<file path="src/design/mipsPkg.sv">
package mipsPkg;

        localparam int wordBits = 32;

        // primary opcodes, instr[31:26]
        typedef enum logic [5:0] {
                opSpecial  = 6'b000000,
                opSpecial2 = 6'b011100,
                opJ        = 6'b000010,
                opBeq      = 6'b000100,
                opBlez     = 6'b000110,
                opBgtz     = 6'b000111,
                opAddi     = 6'b001000,
                opAddiu    = 6'b001001,
                opLb       = 6'b100000,
                opLw       = 6'b100011,
                opLbu      = 6'b100100,
                opSb       = 6'b101000,
                opSw       = 6'b101011
        } opcodeE;

        // SPECIAL function field
        typedef enum logic [5:0] {
                fnSll  = 6'h00,
                fnSrl  = 6'h02,
                fnAddu = 6'h21,
                fnSubu = 6'h23,
                fnAnd  = 6'h24,
                fnOr   = 6'h25,
                fnNor  = 6'h27,
                fnSlt  = 6'h2a,
                fnSltu = 6'h2b
        } functE;

        // SPECIAL2 codes overlap SPECIAL ones (CLO shares 0x21 with ADDU)
        typedef enum logic [5:0] {
                fnClz = 6'h20,
                fnClo = 6'h21
        } spec2FunctE;

        typedef enum logic [3:0] {
                aluAdd, aluSub, aluAnd, aluOr, aluNor, aluSlt, aluSltu,
                aluSll, aluSrl, aluClz, aluClo, aluPass
        } aluOpE;

        typedef enum logic {memByte, memWord} memSizeE;

        typedef enum logic [1:0] {brEq, brLez, brGtz} branchKindE;

endpackage

</file>
<file path="src/design/regFile.sv">
`timescale 1ns/1ps

module regFile import mipsPkg::*; (
        input  logic                Clk,
        input  logic                reset,
        input  logic [4:0]          readAddrA,
        input  logic [4:0]          readAddrB,
        input  logic                writeEn,
        input  logic [4:0]          writeAddr,
        input  logic [wordBits-1:0] writeData,
        output logic [wordBits-1:0] readDataA,
        output logic [wordBits-1:0] readDataB
);
        logic [wordBits-1:0] regs [32];

        assign readDataA = regs[readAddrA];
        assign readDataB = regs[readAddrB];

        // $zero is cleared by reset and never written after
        always_ff @(posedge Clk) begin
                if (reset)
                        regs <= '{default: '0};
                else if (writeEn && writeAddr != 5'd0)
                        regs[writeAddr] <= writeData;
        end

        zeroReadsZero: assert property (@(posedge Clk) disable iff (reset)
                (readAddrA == 5'd0) |-> (readDataA == '0))
                else $error("register zero read back %h", readDataA);

endmodule

</file>
<file path="config.mk">
export PLATFORM = sky130hd
export DESIGN_NAME = regFile
export DESIGN_NICKNAME = d
export VERILOG_FILES = /design/src/design/mipsPkg.sv /design/src/design/regFile.sv
export SDC_FILE = /design/constraint.sdc
export NUM_CORES = 2
export LEC_CHECK = 0
export BUFFER_PORTS_ARGS = -buffer_cell sky130_fd_sc_hd__buf_2
export CORE_ASPECT_RATIO = 1.25
export CORE_UTILIZATION = 29
export DETAILED_ROUTE_END_ITERATION = 10
export GPL_TIMING_DRIVEN = 0
export SLEW_MARGIN = 20
export SYNTH_ARGS = -nofsm -noshare
export SYNTH_HDL_FRONTEND = slang
export SYNTH_SLANG_ARGS = --single-unit
</file>
<file path="constraint.sdc">
create_clock -name Clk -period 2.1 [get_ports Clk]
set_input_delay 0.21 -clock Clk [delete_from_list [all_inputs] [get_ports Clk]]
set_output_delay 0.21 -clock Clk [all_outputs]
set_load 0.005 [all_outputs]
</file>
# After elaboration in Yosys (flattened, before gate mapping)
# Cells that the tools add are included.
# totals
word_cells	51
regBits	1024
in_bits	50
output_inout_bits	64
# op_classes
bitwise	3
muxes	9
n_lt_le_gt_ge	4
n_reduce_logical	3
# ops
op	n
1024-bit bitwise mux	1
32-bit binary-select mux with 5-bit select	2
32-bit demux with 5-bit select	1
32-bit 2-to-1 mux	5
6-bit greater-or-equal comparator (second input constant)	3
5-bit inverter with 6-bit output	3
6-bit by 1-bit < comparator with 1-bit output (second input constant)	1
5-bit nonzero test	1
1-bit logical AND	2

# Longest topological paths before layout
# logic_depth
ltp_word	6
ltp_mapped	8
depth_no_buf	5

# Worst setup path after synthesis
# OpenSTA, ideal clock, no wires.
# synth_path
kind	input port to output port
startpoint	input readAddrA[1]
endpoint	output readDataA[11]
t_arrival_ns	1.427
slack_ns	0.463
stages	8
required_ns	1.890
n_path_buf	4
cell_sequence	buf_2 buf_2 buf_2 buf_2 mux2i_1 nand2_1 a31oi_1 nand3_1
# synth_between
elab_chain_len	4
# synth_lines
element	line_no	text
start: declaration	regFile.sv:6	input logic [4:0] readAddrA,
5-bit inverter with 6-bit output (implied by the code)	regFile.sv:16	assign readDataA = regs[readAddrA];
32-bit binary-select mux with 5-bit select	regFile.sv:16	
32-bit 2-to-1 mux (implied by the code) (2 in a row)	regFile.sv:16	
end: declaration	regFile.sv:11	output logic [wordBits-1:0] readDataA,
# Every way passes these cells. The select of a mux whose other input is x is not followed.

# Worst setup path after layout
# layout_path
startpoint	register regs[898] in the netlist's numbering
endpoint	output readDataA[2]
# layout_between
elab_chain_len	3
# layout_lines
element	line_no	text
start: declaration	regFile.sv:14	logic [wordBits-1:0] regs [32];
start signal: indexed assignment	regFile.sv:24	regs[writeAddr] <= writeData;
32-bit binary-select mux with 5-bit select	regFile.sv:16	
32-bit 2-to-1 mux (implied by the code) (2 in a row)	regFile.sv:16	
# Every way passes these cells. The select of a mux whose other input is x is not followed.

==> out/results.tsv <==
stage	metric	value	unit
status	status	finished, violations left	
status	violations	DRC, setup timing	
floorplan	rows	174	
timing	relSlewSlack	18.4	%
grt	grt_max_degree	16	
synth	synth_cells	6842	
timing	setup_violations	98	
clocking	clockBufferDepth	3	
timing	fin_crit_sh	116	%
floorplan	dieArea	0.184	mm2
clocking	insertion_delay	0.75	ns
synth	yosys_warnings	0	
worst_setup_path	crit_fanout	3	
synth	synth-seq-cells	1024	
worst_hold_path	hp-start	writeAddr[0]	
clocking	cts_buffers	103	
worst_setup_path	reg2reg_depth	2	
power	power.density	718	mW/mm2
grt	grt_pass1_vias	50800	
worst_setup_path	r2r_end	regs[347]	
synth	seq_area_frac_synth	38.8	%
synth	ys_types	28	
worst_setup_path	setup.worst_path.end_class	primary output	
clocking	cts_root_buf	clkbuf_16	
layout	fin_cells	9564	
clocking	clock_sinks	1024	
detailed_routing	wl	241000	um
worst_setup_path	reg2reg_slack	1.33	ns
placement	place_worst_setup_slack	-1.27	ns
placement	place_inst	9328	
timing	rsz0062_at_grt	true	
clocking	htreeDepth	3	
worst_hold_path	hp-class	input port to flip-flop	
detailed_routing	first_pass_iters	9	
detailed_routing	drtAntennaViolNets	0	
timing	fin_crit	2.43	ns
synth	synthesis.nets	6892	
layout	max_flop_register	regs	
flow_run	max_cap_viol_count	0	
layout	largest_reg_flops	1024	
grt	gr-usage-met1	28.2	%
placement	dpl.hpwl	193000	um
worst_setup_path	rr_startpoint	regs[347]	
worst_hold_path	hold_depth	5	
floorplan	num_io_pins	114	
timing	finClkSkew	0	ns
grt	use_met2	41.5	%
layout	drive_gt1_share	14.4	%
grt	globalRoute.totalOverflow	0	
timing	hold_viol_final	0	
layout	top_regs	regs (1024)	
synth	syn_area	0.0528	mm2
worst_setup_path	path_class	flip-flop to primary output	
worst_setup_path	cp-start-kind	flip-flop	
grt	groute.usage.overall	25.3	%
detailed_routing	drt_iter0_drc	5049	
grt	grt.busiest_layer	met2	
detailed_routing	via_per_inst	5.38	
clocking	cts_tree	built	
worst_setup_path	worstPathArrival	2.22	ns
timing	slew_violations	0	
clocking	clk_pin_slew	0.06	ns
placement	gp_congestion	1.04	
grt	met3_usage	6.43	%
placement	port_buffers	110	
power	leakage	0.0231	uW
timing	worstMarginPinSlew	1.21	ns
worst_hold_path	worst_hold_path.endpoint	regs[864]	
grt	antenna_found_initial	12	
floorplan	die_w	384	um
detailed_routing	route.detailed.drc	24	
timing	worst_slack	-0.330	ns
synth	syn_avg_cell_area	7.72	um2
grt	grt_pass1_wl	342000	um
worst_setup_path	worstPathRequired	1.89	ns
floorplan	core	0.180	mm2
layout	finalNetCount	7142	
floorplan	fp.dieH	479	um
power	irDropWorstVdd	626	uV
layout	syn_to_final_growth	19.0	%
detailed_routing	routedWlPerCell	25.2	um
detailed_routing	vias	51400	
floorplan	initial_utilization	29.3	%
timing	fmax	411	MHz
## through the flow
step	hold slack, ns	TNS [ns]	total power (uW)	utilization [%]	cell area [um2]
after floorplan	0.346	0	22900	-	52800
after global placement	0.453	-722.38	25100	31.2	56400
after detailed placement	0.459	-701.40	25100	31.2	56400
after CTS	0.0768	-13.47	44900	34.6	62500
after global routing	0.110	-16.71	46100	34.8	62800
final	0.0921	-16.33	45200	34.8	62900
## kinds of logic (layout without fill, tap and decap cells)
group,after synthesis,in the layout,synth area share (%)
muxes,1024,1024,19.4
AOI/OAI and AO/OA,1568,1568,16.8
and+or+nand+nor,2566,2566,19.5
DFF,1024,1024,38.8
other,0,13,0
buffers and inverters,660,993,5.50
## synthesized netlist by cell type
library cell	number	area, um2
nor2_2	3	18.8
or2_2	2	12.5
nor3_4	1	16.3
nor3_1	64	320
a21oi_1	1184	5930
a22oi_1	192	1440
nand2b_1	9	56.3
or2_1	2	12.5
nand3_1	192	961
or2_4	1	8.76
clkbuf_1	373	1400
buf_2	234	1170
nand2_2	1	6.26
dfxtp_1	1024	20500
a22o_1	128	1120
buf_6	3	33.8
buf_4	30	225
nor2b_1	38	238
nor4_2	5	62.6
nor2_1	18	67.6
mux2i_1	1024	10200
nor3_2	11	110
nand4_1	1	6.26
nand2_1	2211	8300
and2_1	4	25.0
buf_1	20	75.1
a31oi_1	64	400
nor4_4	3	63.8
## how the worst max path moves through the flow
stage / startpoint / endpoint / slack [ns] / cells past startpoint
2_1_floorplan: readAddrA[1] / readDataA[11] / 0.46 / 8
3_5_place_dp: reset / regs[392] / -1.27 / 5
6_report: regs[898] / readDataA[2] / -0.33 / 6
4_1_cts: regs[930] / readDataA[2] / -0.30 / 6
5_1_grt: regs[897] / readDataB[1] / -0.39 / 6
3_3_place_gp: readAddrA[0] / readDataA[2] / -1.62 / 8
## report_power, final
part | total (uW) | switching (uW) | internal, uW
logic | 5810 | 4090 | 1720
registers | 19700 | 112 | 19600
clock network | 19700 | 8610 | 11100
## metal layers
metal	vias to the layer above	wire length [um]
met5	-	60
met4	8	19000
met3	702	21700
met2	2297	111000
met1	24500	89100
li1	23900	-
## critical path: stages, from the launching register on
cell,delay (ns)
dfxtp_2,0.33
mux2i_1,0.16
a22o_1,0.24
nor3_4,0.09
a31oi_1,0.20
nand3_2,0.25
buf_2,0.22
## timing repair
item | 4_1_cts | 5_1_grt
resized for setup | 623 | 133
setup buffers | 1 | 4
hold endpoints to repair | 32 | 0
hold buffers | 32 | 0
pin swaps | 184 | 66
setup endpoints to repair | 417 | 75
## cells in the final DEF (no fill, tap or decap), drive strengths merged
| cell | Yosys | routed |
|---|---|---|
| a22o | 128 | 128 |
| nor4 | 8 | 8 |
| or2 | 5 | 5 |
| a21oi | 1184 | 1184 |
| nor2 | 21 | 21 |
| inv | 0 | 2 |
| and2 | 4 | 4 |
| a22oi | 192 | 192 |
| nand2b | 9 | 9 |
| nor2b | 38 | 38 |
| clkbuf | 373 | 520 |
| dlygate4sd3 | 0 | 32 |
| clkinvlp | 0 | 2 |
| mux2i | 1024 | 1024 |
| nor3 | 76 | 76 |
| nand2 | 2212 | 2212 |
| bufinv | 0 | 9 |
| nand3 | 192 | 192 |
| dfxtp | 1024 | 1024 |
| nand4 | 1 | 1 |
| buf | 287 | 402 |
| clkinv | 0 | 26 |
| a31oi | 64 | 64 |
| diode | 0 | 13 |
## final cells by class
class                           instances  area, um2
Antenna cell                           13       32.5
Buffer                                658       3570
Clock buffer                          149       3020
Clock inverter                         39        454
Fill cell                           18700     118000
Multi-Input combinational cell       5158      31200
Sequential cell                      1024      20700
Tap cell                             2376       2970
Timing Repair Buffer                  147        940
No activity file was read; power rests on OpenSTA's default activity.
