===== config.mk =====
export PLATFORM = sky130hd
export DESIGN_NAME = programCounter
export DESIGN_NICKNAME = d
export VERILOG_FILES = /design/src/design/mipsPkg.sv /design/src/design/programCounter.sv
export SDC_FILE = /design/constraint.sdc
export NUM_CORES = 1
export LEC_CHECK = 0
export ABC_AREA = 1
export BUFFER_PORTS_ARGS = -buffer_cell sky130_fd_sc_hd__buf_2
export CORE_UTILIZATION = 57
export DETAILED_ROUTE_END_ITERATION = 12
export GPL_ROUTABILITY_DRIVEN = 0
export HOLD_SLACK_MARGIN = 0.15
export PLACE_DENSITY = 0.82
export SETUP_SLACK_MARGIN = 0.2
export SYNTH_ARGS = -nofsm -noshare
export SYNTH_HDL_FRONTEND = slang
export SYNTH_SLANG_ARGS = --single-unit

===== constraint.sdc =====
create_clock -name Clk -period 3.7 [get_ports Clk]
set_input_delay 0.555 -clock Clk [delete_from_list [all_inputs] [get_ports Clk]]
set_output_delay 0.555 -clock Clk [all_outputs]
set_load 0.02 [all_outputs]

===== src/design/mipsPkg.sv =====
package mipsPkg;

        localparam int wordBits = 32;

        // primary opcodes, instr[31:26]
        typedef enum logic [5:0] {
                opSpecial  = 6'b000000,
                opSpecial2 = 6'b011100,
                opJ        = 6'b000010,
                opBeq      = 6'b000100,
                opBlez     = 6'b000110,
                opBgtz     = 6'b000111,
                opAddi     = 6'b001000,
                opAddiu    = 6'b001001,
                opLb       = 6'b100000,
                opLw       = 6'b100011,
                opLbu      = 6'b100100,
                opSb       = 6'b101000,
                opSw       = 6'b101011
        } opcodeE;

        // SPECIAL function field
        typedef enum logic [5:0] {
                fnSll  = 6'h00,
                fnSrl  = 6'h02,
                fnAddu = 6'h21,
                fnSubu = 6'h23,
                fnAnd  = 6'h24,
                fnOr   = 6'h25,
                fnNor  = 6'h27,
                fnSlt  = 6'h2a,
                fnSltu = 6'h2b
        } functE;

        // SPECIAL2 codes overlap SPECIAL ones (CLO shares 0x21 with ADDU)
        typedef enum logic [5:0] {
                fnClz = 6'h20,
                fnClo = 6'h21
        } spec2FunctE;

        typedef enum logic [3:0] {
                aluAdd, aluSub, aluAnd, aluOr, aluNor, aluSlt, aluSltu,
                aluSll, aluSrl, aluClz, aluClo, aluPass
        } aluOpE;

        typedef enum logic {memByte, memWord} memSizeE;

        typedef enum logic [1:0] {brEq, brLez, brGtz} branchKindE;

endpackage


===== src/design/programCounter.sv =====
`timescale 1ns/1ps

module programCounter import mipsPkg::*; (
        input  logic                Clk,
        input  logic                reset,
        input  logic                run,
        input  logic                branchTaken,
        input  logic                jump,
        input  logic [wordBits-1:0] branchOffset,   // already sign-extended, in words
        input  logic [25:0]         jumpIndex,
        output logic [wordBits-1:0] pc
);
        logic [wordBits-1:0] pcPlus4;
        logic [wordBits-1:0] branchTarget;
        logic [wordBits-1:0] jumpTarget;
        logic [wordBits-1:0] pcNext;

        assign pcPlus4      = pc + 32'd4;
        assign branchTarget = pcPlus4 + (branchOffset << 2);
        assign jumpTarget   = {pc[31:28], jumpIndex, 2'b00};

        // no delay slot, redirect takes effect on the next fetch
        always_comb begin
                if (jump)
                        pcNext = jumpTarget;
                else if (branchTaken)
                        pcNext = branchTarget;
                else
                        pcNext = pcPlus4;
        end

        always_ff @(posedge Clk) begin
                if (reset)
                        pc <= '0;
                else if (run)
                        pc <= pcNext;
        end

        pcAligned: assert property (@(posedge Clk) disable iff (reset) pc[1:0] == 2'b00)
                else $error("pc lost word alignment: %h", pc);

endmodule


# Yosys cells after proc, flatten, opt, wreduce, memory -nomap -nowiden
# Cells that the tools add are included.
totals:
  reg_bits: 32
  output_inout_bits: 32
  wordCells: 8
op_classes:
  n_addsub: 2
  mux: 2
  bitwise_logic: 1
  reduce_logical: 1
op_table:
  columns: ["op", "n"]
  rows:
  - ["32-bit by 3-bit adder with 32-bit output (second input constant)", 1]
  - ["32-bit adder", 1]
  - ["32-bit 2-to-1 mux", 1]
  - ["28-bit 2-to-1 mux", 1]
  - ["2-bit AND reduction", 1]
  - ["1-bit inverter", 1]

# Longest topological paths before layout
logic_depth:
  depth_word: 4
  ltp_mapped: 25

# Worst setup path after synthesis
# OpenSTA, ideal clock, no wires.
synth_path:
  kind: "register -> register"
  startpoint: "reg pc[2]"
  endpoint: "reg pc[31]"
  setup_time_ns: 0.109
  arrival_time_ns: 2.796
  t_required_ns: 3.591
  setup_slack_ns: 0.795
  path_stages_with_launch: 23
  n_path_buf: 0
  synth_period_minus_slack_ns: 2.905
  path_cell_list: "dfxtp_1 ha_1 nand2_2 nor2_4 inv_2 nor2_4 nand2_4 nor2_1 nand2_1 nand2_1 inv_1 ha_1 nand2_1 nor2_1 nand2_1 nor3_1 nand2_1 nand3_1 nand3_1 nand2_1 nand3_1 nand2_1 inv_1"
synth_between:
  elab_chain_cells: 3
synth_rtl:
  columns: ["element", "line_no", "source"]
  rows:
  - ["start, declared", "programCounter.sv:11", "output logic [wordBits-1:0] pc"]
  - ["start signal, assigned", "programCounter.sv:36", "pc <= pcNext;"]
  - ["32-bit by 3-bit adder with 32-bit output *", "programCounter.sv:18", "assign pcPlus4 = pc + 32'd4;"]
  - ["32-bit adder", "programCounter.sv:19", "assign branchTarget = pcPlus4 + (branchOffset << 2);"]
  - ["32-bit 2-to-1 mux *", "programCounter.sv:26", "else if (branchTaken)"]
# Every way passes the cells marked *; elsewhere a longest branch is shown, timed or not.
# A chain may end at the register's enable or synchronous reset.

# Worst setup path after layout
layout_path:
  startpoint: "reg pc[10]"
  endpoint: "reg pc[23]"
layout_between:
  elab_chain_cells: 4
layout_rtl:
  columns: ["element", "line_no", "source"]
  rows:
  - ["32-bit by 3-bit adder with 32-bit output *", "programCounter.sv:18", null]
  - ["32-bit adder", "programCounter.sv:19", null]
  - ["32-bit 2-to-1 mux *", "programCounter.sv:26", null]
  - ["28-bit 2-to-1 mux *", "programCounter.sv:24", "if (jump)"]
# Marked as above.

==> results_dict.tcl <==
set metrics [dict create \
    run_status "complete, no violations" \
    top_register "pc" \
    yosys.area.top_type "nand2_1" \
    layout-drive-gt1-share_pct 17.4 \
    synth_edf_count 0 \
    drt-total-wl_mm 14.3 \
    first_iter_violations 400 \
    most-common-layout-cells "218 x nand2_1, 100 x inv_1, 90 x buf_2" \
    overflow 0 \
    post-place-ws_ns 0.551 \
    area_growth_pct 13.9 \
    post_cts_buffers 0 \
    antenna_left 0 \
    r2r_cells 18 \
    yosysWarnings 0 \
    ys_types 45 \
    dp.cells 935 \
    finalClockSkew_ns 0.00481 \
    timing.max_cap.violations 0 \
    ctsLongestPathBuffers 2 \
    grt_usage_pct 36.4 \
    end_kind "flip-flop" \
    yosysSeqAreaShare_pct 13.7 \
    grt_max_degree 36 \
    clk_latency_ns 0.29 \
    worst_r2r_endpoint "pc[23]$_SDFFE_PP0P_" \
    tritoncts "yes" \
    rows 31 \
    max_freq_mhz 306 \
    stdcell_count 943 \
    holdPathEnd "pc[28]$_SDFFE_PP0P_" \
    critPathTopFamily "simple AND/OR/NAND/NOR gates" \
    start_kind "flip-flop" \
    final_core_utilization_pct 68.1 \
    finalCritPeriodShare_pct 88.4 \
    min_path_cells 2 \
    nFillCells 685 \
    r2r_slack_ns 0.43 \
    largest_register_ffs 30 \
    routedWlPerCell_um 15.1 \
    clock-root-buffer "clkbuf_8" \
    worstReg2RegStart "pc[10]$_SDFFE_PP0P_" \
    io_buffers 90 \
    die_w_um 89.7 \
    irDropWorstVdd_mv 0.200 \
    initial_utilization_pct 59.8 \
    cts_hold_buf 0 \
    leakagePower_nw 2.64 \
    p_per_area_nw_per_um2 261 \
    period_needed_ns 3.27 \
    cp.required_ns 3.88 \
    ys_top_cells_by_area "nand2_1 19%, dfxtp_1 14%, ha_1 9.7%" \
    ys_seq_elements 30 \
    crit_top_cell "nand2_1" \
    setup_tns_ns 0 \
    rsz0062_at_grt "no" \
    grt_pass1_vias 4898 \
    slew_violations 0 \
    final_common_cell "nand2_1" \
    min_path_type "flip-flop to flip-flop" \
    synthFlopType "dfxtp_1" \
    crit_chain "nand2_1 -> nor2_2 -> inv_1 -> nor2_4 -> xor2_1 -> inv_1 -> ha_1 -> nand2_2 -> inv_1 -> nand2_1 -> nor3_1 -> nand2_1 -> nand2_1 -> nand3_1 -> nand3_1 -> nand3_1 -> nand2_1 -> a21oi_2" \
    viasPerCell 5.72 \
    htree_num_levels 2 \
    ios 95 \
    nNetsFinal 941 \
    path_clk_slew_ns 0.07 \
    first_pass_iters 5 \
    drc 0 \
    crit_buf_inv 3 \
    finalSetupViolCount 0 \
    crit_arrival_ns 3.45 \
    numCtsBuffers 5 \
    grt_pass1_wl_mm 22.4 \
    yosysTopAreaCellShare_pct 18.7 \
    tightest_slew_ns 0.914 \
    largestRegisters "pc (30)" \
    syn_avg_cell_area_sq_um 5.74 \
    hold_viol 0 \
    fin_ws_ns 0.428 \
    die_y_um 89.7 \
    netlist_area_sq_um 4380 \
    die-area_sq_um 8040 \
    antenna_cells 0 \
    antenna_found_initial 0 \
    relSlewSlack_pct 39.0 \
    cts_sinks 30 \
    worstPathMaxFanout 5 \
    min_from "pc[28]$_SDFFE_PP0P_" \
    crit_path_top_delay_cell "dfxtp_1" \
    critPathMaxStageDelay_ns 0.44 \
    vias 5397 \
    async_flop_share_pct 0 \
    dp_hpwl_mm 11.5 \
    core_area_sq_um 7330 \
    path_class "flip-flop to flip-flop" \
    syn_inst 763 \
]
-- synth_stat cells, types with 8 or more instances --
cell / count
a21oi_1: 83
clkbuf_1: 12
dfxtp_1: 30
ha_1: 34
inv_1: 100
inv_2: 9
nand2_1: 218
nand2_2: 8
nand3_1: 50
nand4_1: 11
nor2_1: 61
nor2_2: 8
o21ai_0: 38
xor2_1: 27
-- worst reg2reg max path: stages (launching register included) --
cell and delay (ns):
dfxtp_1 0.44, nand2_1 0.15, nor2_2 0.19, inv_1 0.10, nor2_4 0.14, xor2_1 0.38
inv_1 0.12, ha_1 0.34, nand2_2 0.09, inv_1 0.06, nand2_1 0.11, nor3_1 0.17
nand2_1 0.07, nand2_1 0.20, nand3_1 0.14, nand3_1 0.10, nand3_1 0.17, nand2_1 0.14
a21oi_2 0.05
-- where the power goes --
group          internal (mW)  leakage (nW)  switching [mW]  total (mW)
logic                  0.216          2.34           0.414       0.631
clock network          0.150        0.0482           0.134       0.284
registers              0.349         0.249          0.0402       0.389
-- routing by layer --
layer	share of wire, %	vias to the layer above	track usage, %
li1	-	2659	-
met5	0	-	0
met2	45	302	57.9
met3	7.8	60	6.49
met1	42	2376	44.9
met4	6.0	0	24.7
-- area by class of cell --
cell class                      count  area, sq um  share of cell area [%]
Timing Repair Buffer               91          458                    9.17
Clock inverter                      1         5.00                   0.100
Clock buffer                        7         86.3                    1.73
Tap cell                           99          124                    2.48
Inverter                          109          409                    8.20
Sequential cell                    30          602                    12.1
Multi-Input combinational cell    606         3310                    66.3
-- per-stage QoR --
| stage | area [sq um] | hold slack (ns) | power [mW] |
|---|---|---|---|
| finish | 4990 | 0.531 | 1.30 |
| global route | 4990 | 0.548 | 1.39 |
| CTS | 4980 | 0.519 | 1.29 |
| detailed placement | 4890 | 0.508 | 1.01 |
| global placement | 4890 | 0.505 | 0.990 |
| floorplan | 4390 | 0.577 | 0.823 |
-- kinds of logic (layout without fill, tap and decap cells) --
family | Yosys count | count (layout) | share of synthesized area, %
flops | 30 | 30 | 13.7
xor+xnor | 31 | 31 | 6.37
fa+ha+maj | 35 | 35 | 10.2
compound gates | 154 | 154 | 19.6
simple gates | 384 | 384 | 38.9
other cells | 1 | 2 | 0.0856
buf+inv | 128 | 208 | 11.2
-- worst max-delay path by stage --
stage,startpoint,to,slack [ns],cells past startpoint
4_1_cts,pc[3]$_SDFFE_PP0P_,pc[31]$_SDFFE_PP0P_,0.52,21
5_1_grt,pc[10]$_SDFFE_PP0P_,pc[31]$_SDFFE_PP0P_,0.22,19
6_report,pc[10]$_SDFFE_PP0P_,pc[23]$_SDFFE_PP0P_,0.43,18
3_3_place_gp,pc[3]$_SDFFE_PP0P_,pc[31]$_SDFFE_PP0P_,0.64,21
3_5_place_dp,pc[3]$_SDFFE_PP0P_,pc[31]$_SDFFE_PP0P_,0.55,21
2_1_floorplan,pc[2]$_SDFFE_PP0P_,pc[31]$_SDFFE_PP0P_,0.79,22
-- timing repair --
action                                  in CTS  in global routing
resized for setup                            0                  4
hold endpoints to repair                     0                  0
endpoints found under the setup margin       0                  2
(Power assumes the default switching activity.)
