**src/design/mipsPkg.sv**
```systemverilog
package mipsPkg;

        localparam int wordBits = 32;

        // primary opcodes, instr[31:26]
        typedef enum logic [5:0] {
                opSpecial  = 6'b000000,
                opSpecial2 = 6'b011100,
                opJ        = 6'b000010,
                opBeq      = 6'b000100,
                opBlez     = 6'b000110,
                opBgtz     = 6'b000111,
                opAddi     = 6'b001000,
                opAddiu    = 6'b001001,
                opLb       = 6'b100000,
                opLw       = 6'b100011,
                opLbu      = 6'b100100,
                opSb       = 6'b101000,
                opSw       = 6'b101011
        } opcodeE;

        // SPECIAL function field
        typedef enum logic [5:0] {
                fnSll  = 6'h00,
                fnSrl  = 6'h02,
                fnAddu = 6'h21,
                fnSubu = 6'h23,
                fnAnd  = 6'h24,
                fnOr   = 6'h25,
                fnNor  = 6'h27,
                fnSlt  = 6'h2a,
                fnSltu = 6'h2b
        } functE;

        // SPECIAL2 codes overlap SPECIAL ones (CLO shares 0x21 with ADDU)
        typedef enum logic [5:0] {
                fnClz = 6'h20,
                fnClo = 6'h21
        } spec2FunctE;

        typedef enum logic [3:0] {
                aluAdd, aluSub, aluAnd, aluOr, aluNor, aluSlt, aluSltu,
                aluSll, aluSrl, aluClz, aluClo, aluPass
        } aluOpE;

        typedef enum logic {memByte, memWord} memSizeE;

        typedef enum logic [1:0] {brEq, brLez, brGtz} branchKindE;

endpackage

```
**src/design/controlDecoder.sv**
```systemverilog
`timescale 1ns/1ps

module controlDecoder import mipsPkg::*; (
        input  logic [5:0]  opcode,
        input  logic [5:0]  funct,
        output logic        regDst,     // 1 selects rd, 0 selects rt
        output logic        regWrite,
        output logic        aluSrc,     // 1 selects the immediate
        output logic        signExt,
        output logic        memRead,
        output logic        memWrite,
        output memSizeE     memSize,
        output logic        loadUnsigned,
        output logic        memToReg,
        output logic        jump,
        output logic        branch,
        output branchKindE  branchKind,
        output aluOpE       aluOp
);
        always_comb begin
                // defaults are a no-op, unknown codes keep them
                regDst       = 1'b0;
                regWrite     = 1'b0;
                aluSrc       = 1'b0;
                signExt      = 1'b0;
                memRead      = 1'b0;
                memWrite     = 1'b0;
                memSize      = memWord;
                loadUnsigned = 1'b0;
                memToReg     = 1'b0;
                jump         = 1'b0;
                branch       = 1'b0;
                branchKind   = brEq;
                aluOp        = aluPass;

                case (opcodeE'(opcode))
                        opSpecial: begin
                                regDst   = 1'b1;
                                regWrite = 1'b1;
                                case (functE'(funct))
                                        fnAddu:  aluOp = aluAdd;
                                        fnSubu:  aluOp = aluSub;
                                        fnAnd:   aluOp = aluAnd;
                                        fnOr:    aluOp = aluOr;
                                        fnNor:   aluOp = aluNor;
                                        fnSlt:   aluOp = aluSlt;
                                        fnSltu:  aluOp = aluSltu;
                                        fnSll:   aluOp = aluSll;
                                        fnSrl:   aluOp = aluSrl;
                                        default: regWrite = 1'b0;
                                endcase
                        end
                        opSpecial2: begin
                                regDst   = 1'b1;
                                regWrite = 1'b1;
                                case (spec2FunctE'(funct))
                                        fnClz:   aluOp = aluClz;
                                        fnClo:   aluOp = aluClo;
                                        default: regWrite = 1'b0;
                                endcase
                        end
                        opAddi, opAddiu: begin   // neither one traps
                                regWrite = 1'b1;
                                aluSrc   = 1'b1;
                                signExt  = 1'b1;
                                aluOp    = aluAdd;
                        end
                        opLb, opLbu, opLw: begin
                                regWrite     = 1'b1;
                                aluSrc       = 1'b1;
                                signExt      = 1'b1;
                                memRead      = 1'b1;
                                memToReg     = 1'b1;
                                aluOp        = aluAdd;
                                memSize      = (opcode == opLw) ? memWord : memByte;
                                loadUnsigned = (opcode == opLbu);
                        end
                        opSb, opSw: begin
                                aluSrc   = 1'b1;
                                signExt  = 1'b1;
                                memWrite = 1'b1;
                                aluOp    = aluAdd;
                                memSize  = (opcode == opSw) ? memWord : memByte;
                        end
                        opBeq: branch = 1'b1;
                        opBlez: begin
                                branch     = 1'b1;
                                branchKind = brLez;
                        end
                        opBgtz: begin
                                branch     = 1'b1;
                                branchKind = brGtz;
                        end
                        opJ: jump = 1'b1;
                        default: ;
                endcase
        end

        always_comb begin
                noLoadStore: assert (!(memRead && memWrite))
                        else $error("load and store decoded together, opcode %b", opcode);
        end

endmodule

```
**config.mk**
```make
export PLATFORM = sky130hd
export DESIGN_NAME = controlDecoder
export DESIGN_NICKNAME = d
export VERILOG_FILES = /design/src/design/mipsPkg.sv /design/src/design/controlDecoder.sv
export SDC_FILE = /design/constraint.sdc
export NUM_CORES = 1
export LEC_CHECK = 0
export ABC_AREA = 1
export CAP_MARGIN = 20
export CELL_PAD_IN_SITES_DETAIL_PLACEMENT = 1
export CELL_PAD_IN_SITES_GLOBAL_PLACEMENT = 1
export CORE_AREA = 2 2 39 41
export DETAILED_ROUTE_END_ITERATION = 6
export DIE_AREA = 0 0 41 43
export DONT_BUFFER_PORTS = 1
export PLACE_DENSITY = 0.8
export SLEW_MARGIN = 40
export SYNTH_ARGS = -nofsm -noshare
export SYNTH_HDL_FRONTEND = slang
export SYNTH_SLANG_ARGS = --single-unit
```
**constraint.sdc**
```tcl
create_clock -name vclk -period 1
set_clock_uncertainty 0.1 [all_clocks]
set_input_delay 0.1 -clock vclk [all_inputs]
set_output_delay 0.1 -clock vclk [all_outputs]
set_load 0.05 [all_outputs]
```
==> impl_results.md, run 1 <==
- Largest family of logic cells by synthesized area: simple AND/OR/NAND/NOR gates
- Stage reached: detailed placement
- Port bufs: 0
- Initial core utilization: 32.7%
- Area fraction in compound gates after synthesis: 5.80%
- Std-Cell Rows: 14
- Distinct cells, synth: 18
- Die Y: 43 um
- Mean area per synthesized cell: 4.62 sq um
- Post-Synth Simple-Gate Area: 77.6%
- Error message: [ERROR DPL-0033] detailed placement checks failed during check placement.
- Mapped Area: 453 sq um
- Synthesized instance count: 98
- Outcome: aborted with a tool error
- Post-synthesis sequential area ratio: 0%
- Io pins: 29
- Die width: 41 um
- Ys Warns: 0
- Final RePlAce weighted congestion: 0.653
- Mux contribution to synthesized area: 0%
- DP Wirelength: 2320 um
- Post-synth net total: 110
- XOR/XNOR Fraction of Synth Area: 0%
- Synth Area in Adders: 0%
## cells by family after synthesis
kind of cell | after synthesis
simple gates | 76
compound gates | 4
buf+inv | 18
## per-stage QoR
| step | setup TNS [ns] | setup slack, ns |
|---|---|---|
| floorplan | -2.82 | -0.489 |
| global placement | -1.41 | -0.166 |
## synthesized netlist by cell type
cell,instances,share of area (%)
a21oi_1,2,2.2
and2_1,1,1.4
and3_1,1,1.4
buf_4,2,3.3
inv_1,15,12
inv_2,1,0.83
nand2_1,30,25
nand2_2,2,2.8
nand3_1,13,14
nand3_2,2,4.4
nand3b_1,1,1.7
nand4_1,1,1.4
nor2_1,20,17
nor2_2,2,2.8
nor2_4,2,5.0
nor3_1,1,1.1
o211ai_1,1,1.7
o21ai_2,1,1.9
==> run 2: changes to the inputs <==
--- a/config.mk
+++ b/config.mk
@@ -7,13 +7,11 @@
 export LEC_CHECK = 0
 export ABC_AREA = 1
 export CAP_MARGIN = 20
-export CELL_PAD_IN_SITES_DETAIL_PLACEMENT = 1
-export CELL_PAD_IN_SITES_GLOBAL_PLACEMENT = 1
-export CORE_AREA = 2 2 39 41
+export CORE_AREA = 2 2 63 65
 export DETAILED_ROUTE_END_ITERATION = 6
-export DIE_AREA = 0 0 41 43
+export DIE_AREA = 0 0 65 67
 export DONT_BUFFER_PORTS = 1
-export PLACE_DENSITY = 0.8
+export PLACE_DENSITY_LB_ADDON = 0.15
 export SLEW_MARGIN = 40
 export SYNTH_ARGS = -nofsm -noshare
 export SYNTH_HDL_FRONTEND = slang
==> constraint.sdc (replaced) <==
create_clock -name vclk -period 1.3
set_clock_uncertainty 0.1 [all_clocks]
set_input_delay 0.13 -clock vclk [all_inputs]
set_output_delay 0.13 -clock vclk [all_outputs]
set_load 0.05 [all_outputs]
==> run 2 against run 1 <==
  * The flow now finishes without violations
  * Area after synthesis unchanged
  * Synthesized cell count unchanged
==> impl_results.md, run 2 <==
- Outcome: completed
- Final Core Density: 23.5%
- Clk_buf instances: 0
- Global-route wire length before repair: 2290 um
- Post-synth net total: 110 (unchanged)
- Distinct cells, synth: 18 (unchanged)
- Mux contribution to synthesized area: 0% (unchanged)
- XOR/XNOR Fraction of Synth Area: 0% (unchanged)
- Largest family of logic cells by synthesized area: simple AND/OR/NAND/NOR gates
- Setup crit start kind: input pin
- Nets: 127
- Drt initial violations: 18
- Initial core utilization: 12.6% (-20 points)
- Core area: 3610 sq um
- Die area: 4360 sq um
- FILL cells: 401
- Crit share post-route: 94.1%
- Area fraction in compound gates after synthesis: 5.80% (unchanged)
- Die width: 65 um (+59%)
- Commonest non-fill, non-tap cell in the layout: nand2_1
- Area share of the largest cell type after synthesis: 24.9% (unchanged)
- Fin Hold WS: 0.356 ns
- Antenna diodes: 0
- Port bufs: 0 (unchanged)
- F_max: 818 MHz
- Count of final setup violators: 0
- DP Wirelength: 1340 um (-42%)
- Max Slew Vio Count: 0
- Initial antenna violation count: 0
- Std-Cell Rows: 22 (+8)
- Post-Synth Simple-Gate Area: 77.6% (unchanged)
- Fin cells: 161
- Synth area leader: nand2_1
- Mean area per synthesized cell: 4.62 sq um (unchanged)
- Synthesized instance count: 98 (unchanged)
- Synth area leaders: nand2_1 25%, nor2_1 17%, nand3_1 14%, inv_1 12%, nor2_4 5.0%
- Reg area: 0 sq um
- Post-route minimum period: 1.22 ns
- Vias per Instance: 3.80
- Worst-case vdd ir drop: 0.0297 mV
- P&R area growth vs syn: 87.0%
- Synth top cells by count: 30 x nand2_1, 20 x nor2_1, 15 x inv_1
- Routed wire length: 1420 um
- Io pins: 29 (unchanged)
- Final RePlAce weighted congestion: 0.763 (+17%)
- Crit Path Category: in -> out
- Pin count of the biggest net entering global routing: 8
- DRT Pass-1 Iters: 4
- Relative slew slack: 80.1%
- Die Y: 67 um (+56%)
- Remaining DRCs: 0
- GRT Util Overall: 6.36%
- CP endpoint kind: output pin
- Worst-path fanout max: 3
- Ys Warns: 0 (unchanged)
- WL per Instance: 8.83 um
- Worst EP arrival: 0.99 ns
- Vias in the first global route: 541
- Via count: 611
- Placed instance count: 160
- Layout cells sized above 1: 47.8%
- Tightest Pin Transition: 0.298 ns
- Setup TNS Final: 0 ns
- Synth Area in Adders: 0% (unchanged)
- Most frequent cells in the layout: 18 x nand2_1, 13 x nor2_1, 13 x buf_4
- Cell with the most instances after synthesis: nand2_1
- Worst Path Required: 1.07 ns
- PD cells: 248 nW/um^2
- Hold Fails Final Rpt: 0
- Max-cap violations: 0
- Multi-input logic area: 524 sq um
- DRT antenna net count: 0
- Worst Hold Class: in -> out
- Seq_cells: 0
- RSZ-0062 raised after global routing: yes
- Leakage: 0.395 nW
- Global route overflow: 0
- Mapped Area: 453 sq um (unchanged)
- Post-synthesis sequential area ratio: 0% (unchanged)
[run 2: cell counts after synthesis]
Identical to the previous run, type by type.
[run 2: path summary, 6_finish.rpt]
path                  slack (ns)       from       end  cells after the start
worst max-delay path        0.08  opcode[3]  regWrite                      8
worst min-delay path        0.36  opcode[0]    branch                      2
[run 2: metrics by stage]
stage	setup slack, ns	cell area [sq um]	total power (W)
2_1_floorplan	-0.249	596	0.000167
3_3_place_gp	0.0550	811	0.000204
3_5_place_dp	0.0301	811	0.000203
4_1_cts	0.0280	811	0.000204
5_1_grt	-0.0165	847	0.000227
6_report	0.0771	847	0.000210
[run 2: area by class of cell]
class | instances | area share (%)
Multi-Input combinational cell | 80 | 61.9
Inverter | 16 | 10.0
Tap cell | 48 | 7.09
Timing Repair Buffer | 17 | 21.0
[run 2: cells by family after synthesis]
logic type | Yosys count
AO/OA/AOI/OAI | 4
buffers and inverters | 18
AND/OR/NAND/NOR | 76
[run 2: worst max-delay path: stages]
cell and delay (ns):
nor2_2 0.03, buf_4 0.13, nand2_2 0.08, nand2_4 0.07
nor2_4 0.18, buf_4 0.14, nand3_2 0.08, buf_12 0.16
[run 2: routing by layer]
metal	wire length [um]	vias to the layer above	GRT usage [%]
li1	-	337	-
met1	643	257	8.30
met2	660	17	11.1
met3	118	0	1.69
met4	0	0	0
met5	0	-	0
[run 2: power by group]
part	total (W)	switching (W)	internal, W
logic	0.000210	0.000141	0.0000691
registers	0	0	0
clock network	0	0	0
[run 2: what timing repair did]
| action | 4_1_cts | 5_1_grt |
|---|---|---|
| resized for setup | 0 | 8 |
| buffers inserted | 0 | 1 |
| hold endpoints to repair | 0 | 0 |
| endpoints found under the setup margin | 0 | 5 |
| hold buffers | 0 | 0 |
Note: power is estimated with default switching activity, not from simulation.
