**src/design/mipsPkg.sv**
```systemverilog
package mipsPkg;

        localparam int wordBits = 32;

        // primary opcodes, instr[31:26]
        typedef enum logic [5:0] {
                opSpecial  = 6'b000000,
                opSpecial2 = 6'b011100,
                opJ        = 6'b000010,
                opBeq      = 6'b000100,
                opBlez     = 6'b000110,
                opBgtz     = 6'b000111,
                opAddi     = 6'b001000,
                opAddiu    = 6'b001001,
                opLb       = 6'b100000,
                opLw       = 6'b100011,
                opLbu      = 6'b100100,
                opSb       = 6'b101000,
                opSw       = 6'b101011
        } opcodeE;

        // SPECIAL function field
        typedef enum logic [5:0] {
                fnSll  = 6'h00,
                fnSrl  = 6'h02,
                fnAddu = 6'h21,
                fnSubu = 6'h23,
                fnAnd  = 6'h24,
                fnOr   = 6'h25,
                fnNor  = 6'h27,
                fnSlt  = 6'h2a,
                fnSltu = 6'h2b
        } functE;

        // SPECIAL2 codes overlap SPECIAL ones (CLO shares 0x21 with ADDU)
        typedef enum logic [5:0] {
                fnClz = 6'h20,
                fnClo = 6'h21
        } spec2FunctE;

        typedef enum logic [3:0] {
                aluAdd, aluSub, aluAnd, aluOr, aluNor, aluSlt, aluSltu,
                aluSll, aluSrl, aluClz, aluClo, aluPass
        } aluOpE;

        typedef enum logic {memByte, memWord} memSizeE;

        typedef enum logic [1:0] {brEq, brLez, brGtz} branchKindE;

endpackage

```
**src/design/aluUnit.sv**
```systemverilog
`timescale 1ns/1ps

module aluUnit import mipsPkg::*; (
        input  logic [wordBits-1:0] opA,
        input  logic [wordBits-1:0] opB,
        input  logic [4:0]          shamt,
        input  aluOpE               aluOp,
        input  logic                branch,
        input  branchKindE          branchKind,
        output logic [wordBits-1:0] result,
        output logic                branchTaken
);
        logic condMet;

        // run of leading bits equal to match, 32 when the whole word matches
        function automatic logic [5:0] leadCount(input logic [wordBits-1:0] value,
                                                 input logic match);
                logic [5:0] count;
                logic done;
                count = '0;
                done  = 1'b0;
                for (int i = wordBits - 1; i >= 0; i--) begin
                        if (!done && value[i] == match)
                                count = count + 6'd1;
                        else
                                done = 1'b1;
                end
                return count;
        endfunction

        always_comb begin
                case (aluOp)
                        aluAdd:  result = opA + opB;
                        aluSub:  result = opA - opB;
                        aluAnd:  result = opA & opB;
                        aluOr:   result = opA | opB;
                        aluNor:  result = ~(opA | opB);
                        aluSlt:  result = {{(wordBits-1){1'b0}}, $signed(opA) < $signed(opB)};
                        aluSltu: result = {{(wordBits-1){1'b0}}, opA < opB};
                        aluSll:  result = opB << shamt;   // shifts act on rt
                        aluSrl:  result = opB >> shamt;
                        aluClz:  result = {{(wordBits-6){1'b0}}, leadCount(opA, 1'b0)};
                        aluClo:  result = {{(wordBits-6){1'b0}}, leadCount(opA, 1'b1)};
                        default: result = opB;            // aluPass
                endcase
        end

        // BLEZ and BGTZ look at rs only
        always_comb begin
                case (branchKind)
                        brEq:    condMet = (opA == opB);
                        brLez:   condMet = ($signed(opA) <= 0);
                        brGtz:   condMet = ($signed(opA) > 0);
                        default: condMet = 1'b0;
                endcase
        end

        assign branchTaken = branch && condMet;

endmodule

```
**config.mk**
```make
export PLATFORM = sky130hd
export DESIGN_NAME = aluUnit
export DESIGN_NICKNAME = d
export VERILOG_FILES = /design/src/design/mipsPkg.sv /design/src/design/aluUnit.sv
export SDC_FILE = /design/constraint.sdc
export NUM_CORES = 1
export LEC_CHECK = 0
export BUFFER_PORTS_ARGS = -buffer_cell sky130_fd_sc_hd__buf_2
export CAP_MARGIN = 15
export CORE_AREA = 3 3 178 180
export DETAILED_ROUTE_END_ITERATION = 12
export DIE_AREA = 0 0 181 183
export PLACE_DENSITY_LB_ADDON = 0.15
export SLEW_MARGIN = 15
export SYNTH_ARGS = -nofsm -noshare
export SYNTH_HDL_FRONTEND = slang
export SYNTH_SLANG_ARGS = --single-unit
```
**constraint.sdc**
```tcl
create_clock -name vclk -period 31.4
set_clock_uncertainty 0.05 [all_clocks]
set_input_delay 1.57 -clock vclk [all_inputs]
set_output_delay 1.57 -clock vclk [all_outputs]
set_load 0.01 [all_outputs]
```
# After elaboration in Yosys (flattened, before gate mapping)
# Cells that the tools add are included.
word_totals:
  regBits: 0
  in_bits: 76
  out_inout_bits: 33
  word_cells: 496
op_classes:
  addsub: 64
  order_cmp: 4
  n_eq_ne: 13
  shifts: 2
  mux: 252
  bitwise: 34
  n_reduce_logical: 127
op_table:
  columns: ["op", "n"]
  rows:
  - ["6-bit 2-to-1 mux", 124]
  - ["6-bit by 1-bit adder with 6-bit output, second input constant", 62]
  - ["32-bit one-hot mux with 11 select lines", 1]
  - ["1-bit 2-to-1 mux", 126]
  - ["32-bit < comparator", 2]
  - ["1-bit logical AND", 63]
  - ["1-bit logical NOT", 62]
  - ["32-bit adder", 1]
  - ["32-bit AND", 1]
  - ["32-bit == test", 1]
  - ["32-bit by 1-bit greater-than comparator with 1-bit output, second input constant", 1]
  - ["32-bit by 1-bit less-or-equal comparator with 1-bit output, second input constant", 1]
  - ["32-bit inverter", 1]
  - ["32-bit bitwise OR", 1]
  - ["32-bit by 5-bit left shift with 32-bit output", 1]
  - ["32-bit by 5-bit >> shifter with 32-bit output", 1]
  - ["32-bit subtractor", 1]
  - ["1-bit inverter", 31]
  - ["4-bit by 3-bit == test with 1-bit output, second input constant", 4]
  - ["4-bit == test, second input constant", 3]
  - ["4-bit by 2-bit == test with 1-bit output, second input constant", 2]
  - ["4-bit by 1-bit == test with 1-bit output, second input constant", 1]
  - ["4-bit logical NOT", 1]
  - ["1-bit one-hot mux with 3 select lines", 1]
  - ["3 further kinds", 3]

# Longest topological paths before layout
depth:
  word_depth: 126
  mapped_depth: 79
  depth_no_buf: 78

# Worst setup path after synthesis
# OpenSTA, ideal clock, no wires.
synth_path:
  path_kind: "input to output"
  from: "input opA[31]"
  to: "output result[5]"
  t_arrival_ns: 13.821
  t_required_ns: 29.780
  slack_ns: 15.959
  path_stages: 77
  path_buffers: 1
  cell_sequence: "buf_2 nor2_1 ha_1 o31a_1 ha_1 nand2_1 a21o_1 ha_1 nor2_1 o21a_1 ha_1 nand4_1 o211a_1 ha_1 nor2_1 a21oi_1 o31ai_1 ha_1 (+41 left out) mux2i_1 o21ai_0 ha_1 nand2_1 nand2_1 ha_1 nand2_1 xnor2_1 nand2_1 xnor2_1 nand3_1 inv_1 and3_1 a2111o_1 a21oi_2 xnor2_1 o221a_1 a21oi_2"
synth_via:
  elab_chain_len: 126
  word_cells_on_any_way: 437
  classes_between: "add/sub: 62; mux: 251; reduce/logical: 124"
synth_lines:
  columns: ["item", "line_no", "rtl"]
  rows:
  - ["start: declaration", "aluUnit.sv:4", "input logic [wordBits-1:0] opA,"]
  - ["parallel branches: the longest is 125 deep, another holds 6-bit by 1-bit adder with 6-bit output", null, null]
  - ["32-bit one-hot mux with 11 select lines *", "aluUnit.sv:32", "case (aluOp)"]
  - ["end: declaration", "aluUnit.sv:10", "output logic [wordBits-1:0] result,"]
# Every way passes the cells marked *. The select of a mux whose other input is x is not followed.

# Final worst setup path
layout_path:
  from: "input opA[30]"
  to: "output result[5]"
layout_via:
  elab_chain_len: 124
  word_cells_on_any_way: 426
  classes_between: "add/sub: 60; mux: 243; bitwise: 1; reduce/logical: 122"
layout_lines:
  columns: ["item", "line_no"]
  rows:
  - ["parallel branches: the longest is 123 deep, another holds 6-bit by 1-bit adder with 6-bit output", null]
  - ["32-bit one-hot mux with 11 select lines *", "aluUnit.sv:32"]
# Marked as above.

==> flow_summary.json <==
{
  "run_status": "finished, final reports clean",
  "measured_slew_at_the_worst_slew_check_pin_ps": 1160,
  "pwr_density_cell_mw_per_mm2": 14.6,
  "max_cap_violations": 0,
  "numSequentialCells": 0,
  "postLayoutCellArea_sq_mm": 0.0157,
  "via_count_of_the_first_global_routing_pass": 16500,
  "dieArea_sq_mm": 0.0331,
  "p_switching_w": 0.000149,
  "antenna_violations_before_repair": 1,
  "global_route_wire_length_before_repair_um": 93800,
  "initial_utilization_pct": 49.5,
  "max-vdd-ir-drop_mv": 0.00722,
  "routed-via-count": 18100,
  "core_area_sq_mm": 0.0303,
  "areaGrowthSynthToFinish_pct": 4.46,
  "hold_path_class": "in -> out",
  "first_iter_violations": 2080,
  "dr.pass1.iters": 6,
  "syn-cell-area_sq_mm": 0.0150,
  "timing.critical_path.mode_cell": "ha_1",
  "die_boundary_width_um": 181,
  "layoutNonFillerInstCount": 2729,
  "ant_nets": 0,
  "final_net_count": 2569,
  "worst_setup_end_kind": "output port",
  "post_drt_via_cell_ratio": 6.64,
  "warnings_synthesis": 0,
  "post_route_cells_drive_above_1_share_pct": 8.49,
  "place_area_sq_mm": 0.0157,
  "cts_hold_repair.buffers": 0,
  "critical_path_arrival_ps": 15640,
  "timing.max_slew.rel_slack_pct": 21.9,
  "drc_errors": 0,
  "finalWorstSetupSlack_ps": 14140,
  "synthesis.instances": 2345,
  "finalHoldWorstSlack_ps": 3410,
  "combinationalPowerShare_pct": 100.0,
  "placementRows": 64,
  "cts_setup_buffers": 0,
  "fmax_mhz": 58.0,
  "power.sequential.fraction_pct": 0,
  "final-seq-area_sq_um": 0,
  "share_clk_of_total_power_pct": 0,
  "synth_top_area_cell": "ha_1",
  "wl_per_cell_um": 22.3,
  "num_antenna_cells": 0,
  "hold_violations": 0,
  "postCtsResizedCells": 0,
  "final.setup.tns_ps": 0,
  "worst_setup_start_kind": "primary input",
  "top_level_ports": 109,
  "fin_crit_ps": 17260,
  "place_hpwl_um": 49500,
  "final_setup_vio_count": 0,
  "path_max_fanout": 12,
  "cell_total_after_placement": 2729,
  "syn-num-nets": 2579,
  "placer_congestion": 1.04,
  "maxSlewViolCount": 0,
  "layout_worst_path_cycle_share_pct": 55.0,
  "num-clock-buffers": 0,
  "synthTopCellsByArea": "ha_1, a21oi_1, mux2i_1, nor2_1, o21ai_0",
  "startpoint": "opA[30]",
  "finalWirelength_um": 60900,
  "timing.critical_path.required_ps": 29780,
  "die-height_um": 183,
  "worst_setup_path_endpoint": "result[5]",
  "grt-ovfl-total": 0,
  "timing.setup.critical_path_class": "in -> out",
  "critical-path-max-stage-delay_ps": 620,
  "p_sw_share_pct": 64.9,
  "leakage_nw": 6.72,
  "ys_seq_area_share_pct": 0,
  "dpl_worst_slack_ps": 14230,
  "yosys.area.top_type_share_pct": 13.0,
  "port-buffer-count": 109,
  "syn_area_per_cell_sq_um": 6.40,
  "grt_start_max_net_pins": 101,
  "gr-usage-all-layers_pct": 34.5,
  "synth_cell_type_count": 93,
  "cell_at_the_slowest_stage_of_the_critical_path": "a221oi_1",
  "rsz0062_at_grt": "no",
  "cell_internal_pwr_w": 0.0000804
}
[synthesized netlist by cell type, types with 10 or more instances]
library cell / number
a21oi_1: 242
o221ai_1: 16
o21ai_0: 191
buf_1: 19
a21o_1: 32
a31oi_1: 18
o22ai_1: 21
inv_1: 124
nor3_1: 63
clkbuf_1: 113
o21a_1: 21
nor4_1: 32
mux2_2: 20
nor2_1: 262
and3_1: 24
nor3b_1: 14
a2bb2oi_1: 31
xnor3_1: 10
a221oi_1: 18
nand2_1: 227
o21bai_1: 20
and2_1: 20
a22oi_1: 16
nand2b_1: 21
o41ai_1: 11
nand3_1: 74
mux2i_1: 99
nor2b_1: 22
nand4_1: 31
o211ai_1: 26
ha_1: 156
a21boi_0: 13
a211oi_1: 25
or3_1: 20
or2_2: 10
o31ai_1: 16
xor2_1: 39
xnor2_1: 93
[cells in the final DEF, fill, tap and decap left out, types with 39 or more instances in the layout]
| cell type | synthesis | routed |
|---|---|---|
| nand3_1 | 74 | 74 |
| nand2_1 | 227 | 227 |
| o21ai_0 | 191 | 191 |
| buf_2 | 8 | 109 |
| a21oi_1 | 242 | 242 |
| inv_1 | 124 | 124 |
| xor2_1 | 39 | 39 |
| nor2_1 | 262 | 261 |
| mux2i_1 | 99 | 99 |
| xnor2_1 | 93 | 93 |
| ha_1 | 156 | 156 |
| nor3_1 | 63 | 61 |
[power by group through the flow]
| stage | Combinational, W | Sequential (W) | Clock [W] |
|---|---|---|---|
| 3_3_place_gp | 0.000221 | 0 | 0 |
| 5_1_grt | 0.000248 | 0 | 0 |
| 6_report | 0.000229 | 0 | 0 |
| 4_1_cts | 0.000223 | 0 | 0 |
| 3_5_place_dp | 0.000222 | 0 | 0 |
| 2_1_floorplan | 0.000153 | 0 | 0 |
[stage by stage]
step | total power [W] | util, %
2_1_floorplan | 0.000153 | -
3_3_place_gp | 0.000221 | 51.7
3_5_place_dp | 0.000222 | 51.7
4_1_cts | 0.000223 | 51.7
5_1_grt | 0.000248 | 51.7
6_report | 0.000229 | 51.7
[layout make-up]
| type | instances | area (sq um) |
|---|---|---|
| fill | 3195 | 14700 |
| multi-input combinational | 2079 | 14000 |
| timing repair buffer | 130 | 703 |
| tap | 396 | 495 |
| inverter | 124 | 465 |
[layer usage]
| layer | routed length, um | GRT usage [%] | share of wire, % | vias up |
|---|---|---|---|---|
| met2 | 26600 | 55.6 | 44 | 836 |
| met5 | 46 | 1.00 | 0.076 | - |
| met1 | 27000 | 48.5 | 44 | 8556 |
| li1 | - | - | - | 8583 |
| met4 | 2960 | 13.1 | 4.9 | 2 |
| met3 | 4240 | 1.92 | 7.0 | 130 |
[worst min path at each step]
stage                start     endpoint  slack [ps]  cells past startpoint
finish              branch  branchTaken        3410                      3
global route        branch  branchTaken        3430                      3
CTS                 branch  branchTaken        3410                      3
detailed placement  branch  branchTaken        3400                      3
global placement    branch  branchTaken        3400                      3
floorplan           branch  branchTaken        3210                      1
[logic make-up after synthesis]
kind of cell	count (synthesis)	synth area share [%]
xor+xnor	157	11.1
buf+inv	266	6.78
compound gates	787	33.3
fa+ha+maj	159	13.3
simple gates	855	27.1
mux	121	8.34
[worst max-delay path: cells and delay by family]
family / cells / cell delay [ps]
multiplexers: 4 / 600
buffers and inverters: 6 / 780
AND/OR/NAND/NOR: 18 / 1680
AO/OA/AOI/OAI: 32 / 5690
adder cells (fa/ha/maj): 16 / 4880
XOR/XNOR: 3 / 390
(Power assumes the default switching activity.)
